--- config.mk ---
export PLATFORM = sky130hd
export DESIGN_NAME = cart_loader_top
export DESIGN_NICKNAME = d
export VERILOG_FILES = /design/src/source/cart_load_pkg.sv /design/src/source/dl_classifier.sv /design/src/source/cart_rom_writer.sv /design/src/source/cart_geometry.sv /design/src/source/cheat_code_assembler.sv /design/src/source/cart_loader_top.sv
export SDC_FILE = /design/constraint.sdc
export NUM_CORES = 1
export LEC_CHECK = 0
export BUFFER_PORTS_ARGS = -buffer_cell sky130_fd_sc_hd__buf_4
export CORE_UTILIZATION = 55
export CTS_CLUSTER_DIAMETER = 40
export DETAILED_ROUTE_END_ITERATION = 6
export GPL_TIMING_DRIVEN = 0
export PLACE_DENSITY_LB_ADDON = 0.05
export SKIP_CTS_REPAIR_TIMING = 1
export SLEW_MARGIN = 5
export SYNTH_ARGS = -nofsm -noshare
export SYNTH_HDL_FRONTEND = slang
export SYNTH_SLANG_ARGS = --single-unit
--- constraint.sdc ---
create_clock -name clk_sys -period 5.9 [get_ports clk_sys]
set_clock_uncertainty 0.05 [all_clocks]
set_input_delay 0.885 -clock clk_sys [delete_from_list [all_inputs] [get_ports clk_sys]]
set_output_delay 0.885 -clock clk_sys [all_outputs]
set_load 0.02 [all_outputs]
--- src/source/cart_load_pkg.sv ---
// Widths, host index codes, enums and structs shared by the cart loader
`default_nettype none

package cart_load_pkg;

	// ====================================================================
	// Widths and constants
	// ====================================================================
	localparam int dl_addr_w  = 25; // Host byte address
	localparam int rom_addr_w = 24; // ROM write address
	localparam int map_addr_w = 22; // CPU read address and size masks
	localparam int hdr_size   = 512; // Optional copier header in front of the image

	// Host index codes
	localparam logic [7:0] cheat_index = 8'hff;
	localparam logic [7:0] gg_index    = 8'd2; // Handheld cartridge

	// ====================================================================
	// Enums
	// ====================================================================
	typedef enum logic [1:0] {
		dl_none  = 2'd0,
		dl_cart  = 2'd1,
		dl_cheat = 2'd2
	} dl_kind_e;

	typedef enum logic {
		sys_sms = 1'b0,
		sys_gg  = 1'b1
	} cart_sys_e;

	// Four-phase handshake of the ROM writer
	typedef enum logic [1:0] {
		wr_idle         = 2'd0,
		wr_req_high     = 2'd1, // Waiting for ack to rise
		wr_ack_low_wait = 2'd2  // Req dropped, waiting for ack to fall
	} wr_state_e;

	// ====================================================================
	// Structs
	// ====================================================================
	// One registered host write, tagged with its kind
	typedef struct packed {
		dl_kind_e               kind;
		logic [dl_addr_w-1:0]   addr;
		logic [7:0]             data;
		cart_sys_e              sys;
		logic                   valid;
		logic                   start; // First cycle of a download
		logic                   done;  // First cycle after a download
	} dl_beat_t;

	typedef struct packed {
		logic [rom_addr_w-1:0]  addr;
		logic [7:0]             data;
	} mem_wr_t;

	// Cheat record, each field little endian on the host stream
	typedef struct packed {
		logic [31:0]            flags;
		logic [31:0]            address;
		logic [31:0]            compare;
		logic [31:0]            replace;
	} cheat_code_t;

endpackage

`default_nettype wire

--- src/source/dl_classifier.sv ---
// Host download front end: input registers, kind decode and start/done edges
`default_nettype none

module dl_classifier (
	input  wire                                  clk_sys,
	input  wire                                  arst_n,
	input  wire                                  dl_active,
	input  wire [7:0]                            dl_index,
	input  wire [cart_load_pkg::dl_addr_w-1:0]   dl_addr,
	input  wire [7:0]                            dl_data,
	input  wire                                  dl_wr,
	output cart_load_pkg::dl_beat_t              beat
);

	logic                                act_q; // dl_active one cycle ago
	logic                                valid_q;
	logic                                start_q;
	logic                                done_q;
	cart_load_pkg::dl_kind_e             kind_d;
	cart_load_pkg::dl_kind_e             kind_q;
	cart_load_pkg::cart_sys_e            sys_d;
	cart_load_pkg::cart_sys_e            sys_q;
	logic [cart_load_pkg::dl_addr_w-1:0] addr_q;
	logic [7:0]                          data_q;

	// Index decode, only meaningful while a download runs
	always_comb begin
		kind_d = cart_load_pkg::dl_none;
		if (dl_active) begin
			kind_d = (dl_index == cart_load_pkg::cheat_index) ?
				cart_load_pkg::dl_cheat : cart_load_pkg::dl_cart;
		end
		sys_d = (dl_index == cart_load_pkg::gg_index) ?
			cart_load_pkg::sys_gg : cart_load_pkg::sys_sms;
	end

	always_ff @(posedge clk_sys or negedge arst_n) begin
		if (!arst_n) begin
			act_q   <= 1'b0;
			valid_q <= 1'b0;
			start_q <= 1'b0;
			done_q  <= 1'b0;
			kind_q  <= cart_load_pkg::dl_none;
			sys_q   <= cart_load_pkg::sys_sms;
		end else begin
			act_q   <= dl_active;
			valid_q <= dl_wr;
			start_q <= dl_active & ~act_q; // Rising edge
			done_q  <= ~dl_active & act_q; // Falling edge
			kind_q  <= kind_d;
			sys_q   <= sys_d;
		end
	end

	always_ff @(posedge clk_sys) begin
		addr_q <= dl_addr;
		data_q <= dl_data;
	end

	always_comb begin
		beat.kind  = kind_q;
		beat.addr  = addr_q;
		beat.data  = data_q;
		beat.sys   = sys_q;
		beat.valid = valid_q;
		beat.start = start_q;
		beat.done  = done_q;
	end

endmodule

`default_nettype wire

--- src/source/cart_rom_writer.sv ---
// Cartridge ROM writer: address counter, four-phase req/ack and host wait
`default_nettype none

module cart_rom_writer (
	input  wire                        clk_sys,
	input  wire                        arst_n,
	input  wire cart_load_pkg::dl_beat_t beat,
	output logic                       mem_req,
	output cart_load_pkg::mem_wr_t     mem_wr,
	input  wire                        mem_ack,
	output logic                       dl_wait
);

	cart_load_pkg::wr_state_e             state;
	logic [cart_load_pkg::rom_addr_w-1:0] wr_cnt; // Next ROM address
	logic                                 cart_beat;
	logic                                 wr_done;

	assign cart_beat = beat.valid && (beat.kind == cart_load_pkg::dl_cart);

	// Handshake complete once ack is seen low again
	assign wr_done = (state == cart_load_pkg::wr_ack_low_wait) && !mem_ack;

	// ====================================================================
	// Handshake FSM
	// ====================================================================
	always_ff @(posedge clk_sys or negedge arst_n) begin
		if (!arst_n) begin
			state <= cart_load_pkg::wr_idle;
		end else begin
			case (state)
				cart_load_pkg::wr_idle: begin
					if (cart_beat)
						state <= cart_load_pkg::wr_req_high;
				end
				cart_load_pkg::wr_req_high: begin
					if (mem_ack)
						state <= cart_load_pkg::wr_ack_low_wait; // Drop req
				end
				cart_load_pkg::wr_ack_low_wait: begin
					if (!mem_ack)
						state <= cart_load_pkg::wr_idle;
				end
				default: state <= cart_load_pkg::wr_idle;
			endcase
		end
	end

	// Write address, restarts with every download
	always_ff @(posedge clk_sys or negedge arst_n) begin
		if (!arst_n) begin
			wr_cnt <= '0;
		end else if (beat.start) begin
			wr_cnt <= '0;
		end else if (wr_done) begin
			wr_cnt <= wr_cnt + 1'b1;
		end
	end

	// Payload held for the whole handshake
	always_ff @(posedge clk_sys) begin
		if ((state == cart_load_pkg::wr_idle) && cart_beat) begin
			mem_wr.addr <= beat.start ? '0 : wr_cnt; // First byte may share the start cycle
			mem_wr.data <= beat.data;
		end
	end

	assign mem_req = (state == cart_load_pkg::wr_req_high);
	assign dl_wait = (state != cart_load_pkg::wr_idle); // Host held off until ack falls

endmodule

`default_nettype wire

--- src/source/cart_geometry.sv ---
// Cartridge size masks, header flag, system type and CPU read-address mapping
`default_nettype none

module cart_geometry (
	input  wire                                  clk_sys,
	input  wire                                  arst_n,
	input  wire cart_load_pkg::dl_beat_t         beat,
	input  wire [cart_load_pkg::map_addr_w-1:0]  rd_addr,
	output logic [cart_load_pkg::map_addr_w-1:0] rd_map,
	output cart_load_pkg::cart_sys_e             cart_sys
);

	logic [cart_load_pkg::map_addr_w-1:0] mask;     // Plain image
	logic [cart_load_pkg::map_addr_w-1:0] mask_hdr; // Image behind a header
	logic [cart_load_pkg::map_addr_w-1:0] beat_addr;
	logic [cart_load_pkg::map_addr_w-1:0] addr_less_hdr;
	logic [cart_load_pkg::dl_addr_w-1:0]  size_next; // Bytes loaded so far
	logic                                 size_bit9;
	logic                                 hdr_flag;
	logic                                 cart_beat;

	assign cart_beat     = beat.valid && (beat.kind == cart_load_pkg::dl_cart);
	assign beat_addr     = beat.addr[cart_load_pkg::map_addr_w-1:0];
	assign addr_less_hdr = beat_addr - cart_load_pkg::map_addr_w'(cart_load_pkg::hdr_size);
	assign size_next     = beat.addr + 1'b1;

	// ====================================================================
	// Mask and flag tracking
	// ====================================================================
	always_ff @(posedge clk_sys or negedge arst_n) begin
		if (!arst_n) begin
			mask      <= '0;
			mask_hdr  <= '0;
			size_bit9 <= 1'b0;
			hdr_flag  <= 1'b0;
			cart_sys  <= cart_load_pkg::sys_sms;
		end else begin
			if (cart_beat) begin
				// Each mask restarts at its own first image byte
				if (beat.addr == '0)
					mask <= '0;
				else
					mask <= mask | beat_addr;

				if (beat.addr == cart_load_pkg::dl_addr_w'(cart_load_pkg::hdr_size))
					mask_hdr <= '0;
				else
					mask_hdr <= mask_hdr | addr_less_hdr;

				size_bit9 <= size_next[9];
				cart_sys  <= beat.sys;
			end

			// Image sizes are multiples of 1K, an odd 512 means a header
			if (beat.done)
				hdr_flag <= size_bit9;
		end
	end

	// Read mapping, skips the header and mirrors small images
	always_comb begin
		if (hdr_flag)
			rd_map = (rd_addr + cart_load_pkg::map_addr_w'(cart_load_pkg::hdr_size)) & mask_hdr;
		else
			rd_map = rd_addr & mask;
	end

endmodule

`default_nettype wire

--- src/source/cheat_code_assembler.sv ---
// Cheat record assembly from 16 host bytes with a one-cycle valid pulse
`default_nettype none

module cheat_code_assembler (
	input  wire                          clk_sys,
	input  wire                          arst_n,
	input  wire cart_load_pkg::dl_beat_t beat,
	output cart_load_pkg::cheat_code_t   code,
	output logic                         code_valid
);

	// ====================================================================
	// Byte placement
	// ====================================================================
	// Byte n lands in field n/4 (flags first) at byte lane n%4.
	// Flags sit in the top word of the record, so the field number is
	// inverted to get the word offset.

	logic [127:0] code_q;
	logic [6:0]   byte_pos; // Bit offset of the byte in the record
	logic         cheat_beat;
	logic         last_byte;

	assign cheat_beat = beat.valid && (beat.kind == cart_load_pkg::dl_cheat);
	assign last_byte  = (beat.addr[3:0] == 4'hf);
	assign byte_pos   = {~beat.addr[3:2], beat.addr[1:0], 3'b000};

	always_ff @(posedge clk_sys) begin
		if (cheat_beat)
			code_q[byte_pos +: 8] <= beat.data;
	end

	// Pulses together with the last byte landing in code_q
	always_ff @(posedge clk_sys or negedge arst_n) begin
		if (!arst_n) begin
			code_valid <= 1'b0;
		end else begin
			code_valid <= cheat_beat && last_byte;
		end
	end

	assign code = cart_load_pkg::cheat_code_t'(code_q);

endmodule

`default_nettype wire

--- src/source/cart_loader_top.sv ---
// Cart loader top level: classifier, ROM writer, geometry and cheat assembler
`default_nettype none

module cart_loader_top (
	input  wire                                  clk_sys,
	input  wire                                  arst_n,

	// Host download stream
	input  wire                                  dl_active,
	input  wire [7:0]                            dl_index,
	input  wire [cart_load_pkg::dl_addr_w-1:0]   dl_addr,
	input  wire [7:0]                            dl_data,
	input  wire                                  dl_wr,
	output logic                                 dl_wait,

	// ROM write port
	output logic                                 mem_req,
	output cart_load_pkg::mem_wr_t               mem_wr,
	input  wire                                  mem_ack,

	// CPU read mapping
	input  wire [cart_load_pkg::map_addr_w-1:0]  rd_addr,
	output logic [cart_load_pkg::map_addr_w-1:0] rd_map,
	output cart_load_pkg::cart_sys_e             cart_sys,

	// Cheat record
	output cart_load_pkg::cheat_code_t           code,
	output logic                                 code_valid
);

	cart_load_pkg::dl_beat_t beat; // Shared by all three back stages

	dl_classifier i_classifier (
		.clk_sys   (clk_sys),
		.arst_n    (arst_n),
		.dl_active (dl_active),
		.dl_index  (dl_index),
		.dl_addr   (dl_addr),
		.dl_data   (dl_data),
		.dl_wr     (dl_wr),
		.beat      (beat)
	);

	cart_rom_writer i_rom_writer (
		.clk_sys (clk_sys),
		.arst_n  (arst_n),
		.beat    (beat),
		.mem_req (mem_req),
		.mem_wr  (mem_wr),
		.mem_ack (mem_ack),
		.dl_wait (dl_wait)
	);

	cart_geometry i_geometry (
		.clk_sys  (clk_sys),
		.arst_n   (arst_n),
		.beat     (beat),
		.rd_addr  (rd_addr),
		.rd_map   (rd_map),
		.cart_sys (cart_sys)
	);

	cheat_code_assembler i_cheat (
		.clk_sys    (clk_sys),
		.arst_n     (arst_n),
		.beat       (beat),
		.code       (code),
		.code_valid (code_valid)
	);

endmodule

`default_nettype wire

# After elaboration in Yosys (flattened, before gate mapping)
# Index checks and enable logic that the tools add are counted.
# totals
output_inout_bits	186
word_cells	70
in_bits	68
reg_bits	274
# op_classes
n_addsub	5
bitwise_logic	9
mux	13
n_eq_ne	11
shifts	2
reduce_logical	11
# op_table
op	n
bitwise mux 128 bit	1
variable shift 8 x 9 -> 128 bit, first input constant	1
indexed part select 8 x 9 -> 128 bit	1
2-to-1 mux 22 bit	3
2-to-1 mux 24 bit	2
bitwise AND 22 bit	2
bitwise OR 22 bit	2
== test 25 x 10 -> 1 bit, second input constant	1
zero test 25 bit	1
adder 24 x 1 -> 24 bit, second input constant	1
adder 22 x 10 -> 22 bit, second input constant	1
subtractor 22 x 10 -> 22 bit, second input constant	1
adder 10 x 1 -> 10 bit, second input constant	1
2-to-1 mux 2 bit	5
negator 7 -> 9 bit	1
== test 8 x 2 -> 1 bit, second input constant	1
== test 8 bit, second input constant	1
one-hot mux 2 bit (3 select lines)	1
logical AND 1 bit	5
== test 2 x 1 -> 1 bit, second input constant	2
== test 2 bit, second input constant	2
== test 4 bit, second input constant	1
!= test 2 x 1 -> 1 bit, second input constant	2
nonzero test 2 bit	2
other kinds (8)	10

# Longest topological paths before layout
# depth
word_depth	4
mapped_depth	9
mapped_depth_nobuf	6

# Cells and area by module
# Synthesis repeated with hierarchy kept, for this count alone.
# hier_totals
cells_unflattened	921
area_unflattened_um2	11151.9
# by_module_without_submodules
module	area_each_um2	cells_each	seq_area_each_um2	instances
cheat_code_assembler	5167.5	370	3868.7	1
cart_geometry	2605.0	303	1176.1	1
cart_rom_writer	2454.9	194	1611.5	1
dl_classifier	924.6	54	835.8	1

# Worst setup path after synthesis
# Ideal clock, no wire load.
# synth_timing
kind	input-to-output
from	in rd_addr[9] (netlist bit)
to	out rd_map[18] (netlist bit)
required_ns	4.965
n_path_buf	0
path_stages	3
arrival_ns	2.321
setup_slack_ns	2.644
path_cell_list	nand3_2 > or4_4 > o41ai_1
# synth_between
elab_chain_cells	3
# synth_rtl
item	line	source
from (decl)	cart_loader_top.sv:22	input wire [cart_load_pkg::map_addr_w-1:0] rd_addr,
adder 22 x 10 -> 22 bit	cart_geometry.sv:63	rd_map = (rd_addr + cart_load_pkg::map_addr_w'(cart_load_pkg::hdr_size)) & mask_hdr;
bitwise AND 22 bit	cart_geometry.sv:63	
2-to-1 mux 22 bit	cart_geometry.sv:62	if (hdr_flag)
to (decl)	cart_loader_top.sv:23	output logic [cart_load_pkg::map_addr_w-1:0] rd_map,
# No other way between the ends.

==> reports/qor.csv <==
stage,metric,value,unit
yosys,synthAdderAreaFrac,0.00676,
yosys,yosysTopAreaCell,edfxtp_1,
floorplanning,die_w,144,um
grt,grt_use_total,0.259,
job,maxCapViolations,0,
timing,min_period,3770,ps
grt,grt_max_degree,82,
final_layout,num-nets-final,1292,
setup_path,arrival,3840,ps
final_layout,drive_above_1_share,0.281,
clock_network,ctsRootBufferMaster,clkbuf_16,
place,finalWeightedCongestion,0.823,
timing,max_slew_margin,0.199,
setup_path,critPathMaxStageDelay,1000,ps
timing,worst_slack,2130,ps
pwr,p_comb_frac,0.090,
detailed_routing,drtAntennaViolNets,0,
hold_path,min_path_cells,1,
timing,post-route-period-util,0.640,
yosys,synth_top_flop_cell,edfxtp_1,
yosys,synth_cell_type_count,64,
floorplanning,rows,51,
clock_network,cts_sinks,274,
timing,fmax,265,MHz
pwr,seqPwrFrac,0.458,
floorplanning,start_util,0.565,
yosys,yosysSeqAreaShare,0.674,
yosys,synth_xor_area_frac,0.0118,
yosys,synth_top_family_by_area,simple AND/OR/NAND/NOR gates,
setup_path,cp_max_fo,10,
place,dp_hpwl,19000,um
clock_network,ctsLongestPathBuffers,3,
pwr,p_clk_frac,0.452,
grt,overflow,0,
yosys,synth_simple_gate_area_frac,0.205,
detailed_routing,drc,0,
detailed_routing,drt-total-wl,26700,um
setup_path,endpoint_kind,register,
clock_network,clkTransAtPathRegs,60,ps
yosys,muxShareOfSynthArea,0.0227,
setup_path,r2r_cells,8,
detailed_routing,firstDrtPassIters,5,
yosys,yosys_warnings,0,
floorplanning,coreArea,19700,sq um
yosys,synth_area_leaders,"edfxtp_1 43%, dfrtp_1 18%, dfxtp_1 5.9%",
timing,worstMarginPinSlew,1190,ps
pwr,ir_worst_vdd,244,uV
pwr,power_density,317,nW/um^2
yosys,synthArstFlopShare,0.296,
clock_network,clk-insertion-delay-late,500,ps
yosys,synth_compound_area_frac,0.0576,
setup_path,critPathLaunchType,register,
place,place_ws,2120,ps
yosys,ys_ff_latch,274,
yosys,netlist_area,11100,sq um
detailed_routing,viasPerCell,5.42,
pwr,switchingPower,1.08,mW
floorplanning,io_pins,254,
detailed_routing,drt_iter0_drc,563,
clock_network,cts_max_level,2,
detailed_routing,vias,8182,
detailed_routing,dr_wl_met2,12800,um
status,status,"complete, no violations",
yosys,synth_top_area_frac,0.432,
yosys,synth_cells,926,
pwr,p_leak,5.54,nW
setup_path,crit_slowest_cell,nor3_1,
yosys,syn_nets,1000,
timing,finalSetupTns,0,ps
yosys,synth-edff-count,160,
detailed_routing,wl_met3,1990,um
grt,grt_pass1_wl,40600,um
setup_path,critPathKind,reg -> reg,
final_layout,area_growth,30.7,%
timing,drv_slew,0,
yosys,syn_avg_cell_area,12.0,sq um
timing,rsz0062_at_grt,false,
clock_network,cts_tree,yes,
final_layout,fillCellCount,1377,
detailed_routing,dr.max_layer_used,met4,
clock_network,numCtsBuffers,36,
floorplanning,die_h,144,um
final_layout,insertedDiodeCount,0,
floorplanning,die_area,20800,sq um
setup_path,crit_chain,buf_2 > inv_1 > ha_1 > clkbuf_1 > nand2b_1 > mux2i_1 > nand2_1 > nor3_1,
setup_path,worstPathRequired,5970,ps
hold_path,hp-class,reg -> reg,
place,portBuffers,253,
pwr,p_int,3.52,mW
detailed_routing,met1Wirelength,11400,um
timing,setup_viol,0,
grt,grt_pass1_vias,7542,
grt,antenna_found_initial,0,
detailed_routing,wl_per_cell,17.7,um
pwr,p_sw_frac,0.235,
timing,hold_violations,0,
## power by group through the flow
stage / Sequential, mW / Clock [mW] / Combinational (mW)
after global placement: 2.15 / 0 / 0.399
after floorplan: 2.16 / 0 / 0.212
after CTS: 2.11 / 2.10 / 0.416
after global routing: 2.12 / 2.18 / 0.450
final: 2.11 / 2.08 / 0.416
after detailed placement: 2.15 / 0 / 0.413
## synthesized netlist by cell type, types with 7 or more instances
cell        n
a21oi_1    45
and2_1     45
and3_1     16
buf_2      10
clkbuf_1   22
dfrtp_1    81
dfxtp_1    33
edfxtp_1  160
inv_1      22
mux2_2     10
mux2i_1    14
nand2_1    65
nand3_1    19
nand3b_1    7
nand4_1    14
nor2_1    169
nor2b_1    37
nor3_1     16
nor4_1     10
o21ai_0    16
o22ai_1     7
or3_1      11
or4_1       7
xor2_1      9
## placed cells by master, fill, tap and decap left out, types with 4 or more instances in the layout
cell       synthesis  routed
buf_4              1     254
nor2_1           169     168
edfxtp_1         160     160
dfrtp_1           81      81
nand2_1           65      65
and2_1            45      45
a21oi_1           45      45
nor2b_1           37      37
clkbuf_16          0      37
dfxtp_1           33      33
clkbuf_1          22      28
inv_1             22      22
nand3_1           19      19
nor3_1            16      16
o21ai_0           16      16
and3_1            16      16
mux2i_1           14      14
nand4_1           14      14
or3_1             11      11
buf_2             10      10
nor4_1            10      10
mux2_2            10      10
xor2_1             9       9
clkinv_2           0       8
or4_1              7       7
nand3b_1           7       7
o22ai_1            7       7
xnor2_1            6       6
a21o_1             6       6
ha_1               6       6
or2_2              4       4
nand2b_1           4       4
and4_1             4       4
## layout make-up
class                   count  area [sq um]  area share
multi-input cells         593          3380       0.233
repair buffers            254          1930       0.133
flip-flops and latches    274          7490       0.516
well taps                 265           332      0.0228
clock inverters            21           203      0.0139
plain buffers              37           163      0.0112
inverters                  22          82.6     0.00568
clock buffers              43           948      0.0653
## state kept, by name, indices dropped and copies added, names as in the netlist, 2 cells and up
register             count
i_cheat.code           128
i_rom_writer.state       2
i_rom_writer.wr_cnt     24
i_rom_writer.mem_wr     32
i_geometry.mask_hdr     22
i_geometry.mask         22
i_classifier.data_q      8
i_classifier.kind_q      2
i_classifier.addr_q     25
## worst paths after layout
path	from	to	slack [ps]
setup / recovery	i_classifier.addr_q[1]	i_cheat.code[116]	2130
hold / removal	i_classifier.act_q	i_classifier.start_q	390
setup reg to reg	i_classifier.addr_q[1]	i_cheat.code[116]	2130
hold reg to reg	i_classifier.act_q	i_classifier.start_q	390
max in group asynchronous	arst_n	i_rom_writer.wr_cnt[14]	4590
min in group asynchronous	arst_n	i_geometry.mask[14]	490
## logic make-up after synthesis
family / after synthesis
buf+inv: 59
xor+xnor: 15
compound gates: 102
simple gates: 446
flops: 274
fa+ha+maj: 6
mux: 24
## layer usage
layer / up-vias / GRT usage
li1: 3879 / -
met2: 327 / 0.426
met3: 44 / 0.0523
met1: 3932 / 0.348
met4: 0 / 0.0798
met5: - / 0
## critical path: cells and delay by family, from the launching register on
| kind | cells | cell delay (ps) |
|---|---|---|
| simple gates | 3 | 1530 |
| buf+inv | 3 | 630 |
| mux | 1 | 570 |
| flops | 1 | 380 |
| fa+ha+maj | 1 | 230 |
## through the flow
step / power [mW] / hold WS [ps] / cells / utilization / area (sq um)
floorplan: 2.37 / 345 / 926 / - / 11100
global placement: 2.55 / 366 / 1444 / 0.679 / 13300
detailed placement: 2.56 / 372 / 1445 / 0.681 / 13400
CTS: 4.63 / 391 / 1509 / 0.739 / 14500
global route: 4.74 / 401 / 1509 / 0.739 / 14500
finish: 4.61 / 388 / 1509 / 0.739 / 14500
Note: power is estimated with default switching activity, not from simulation.
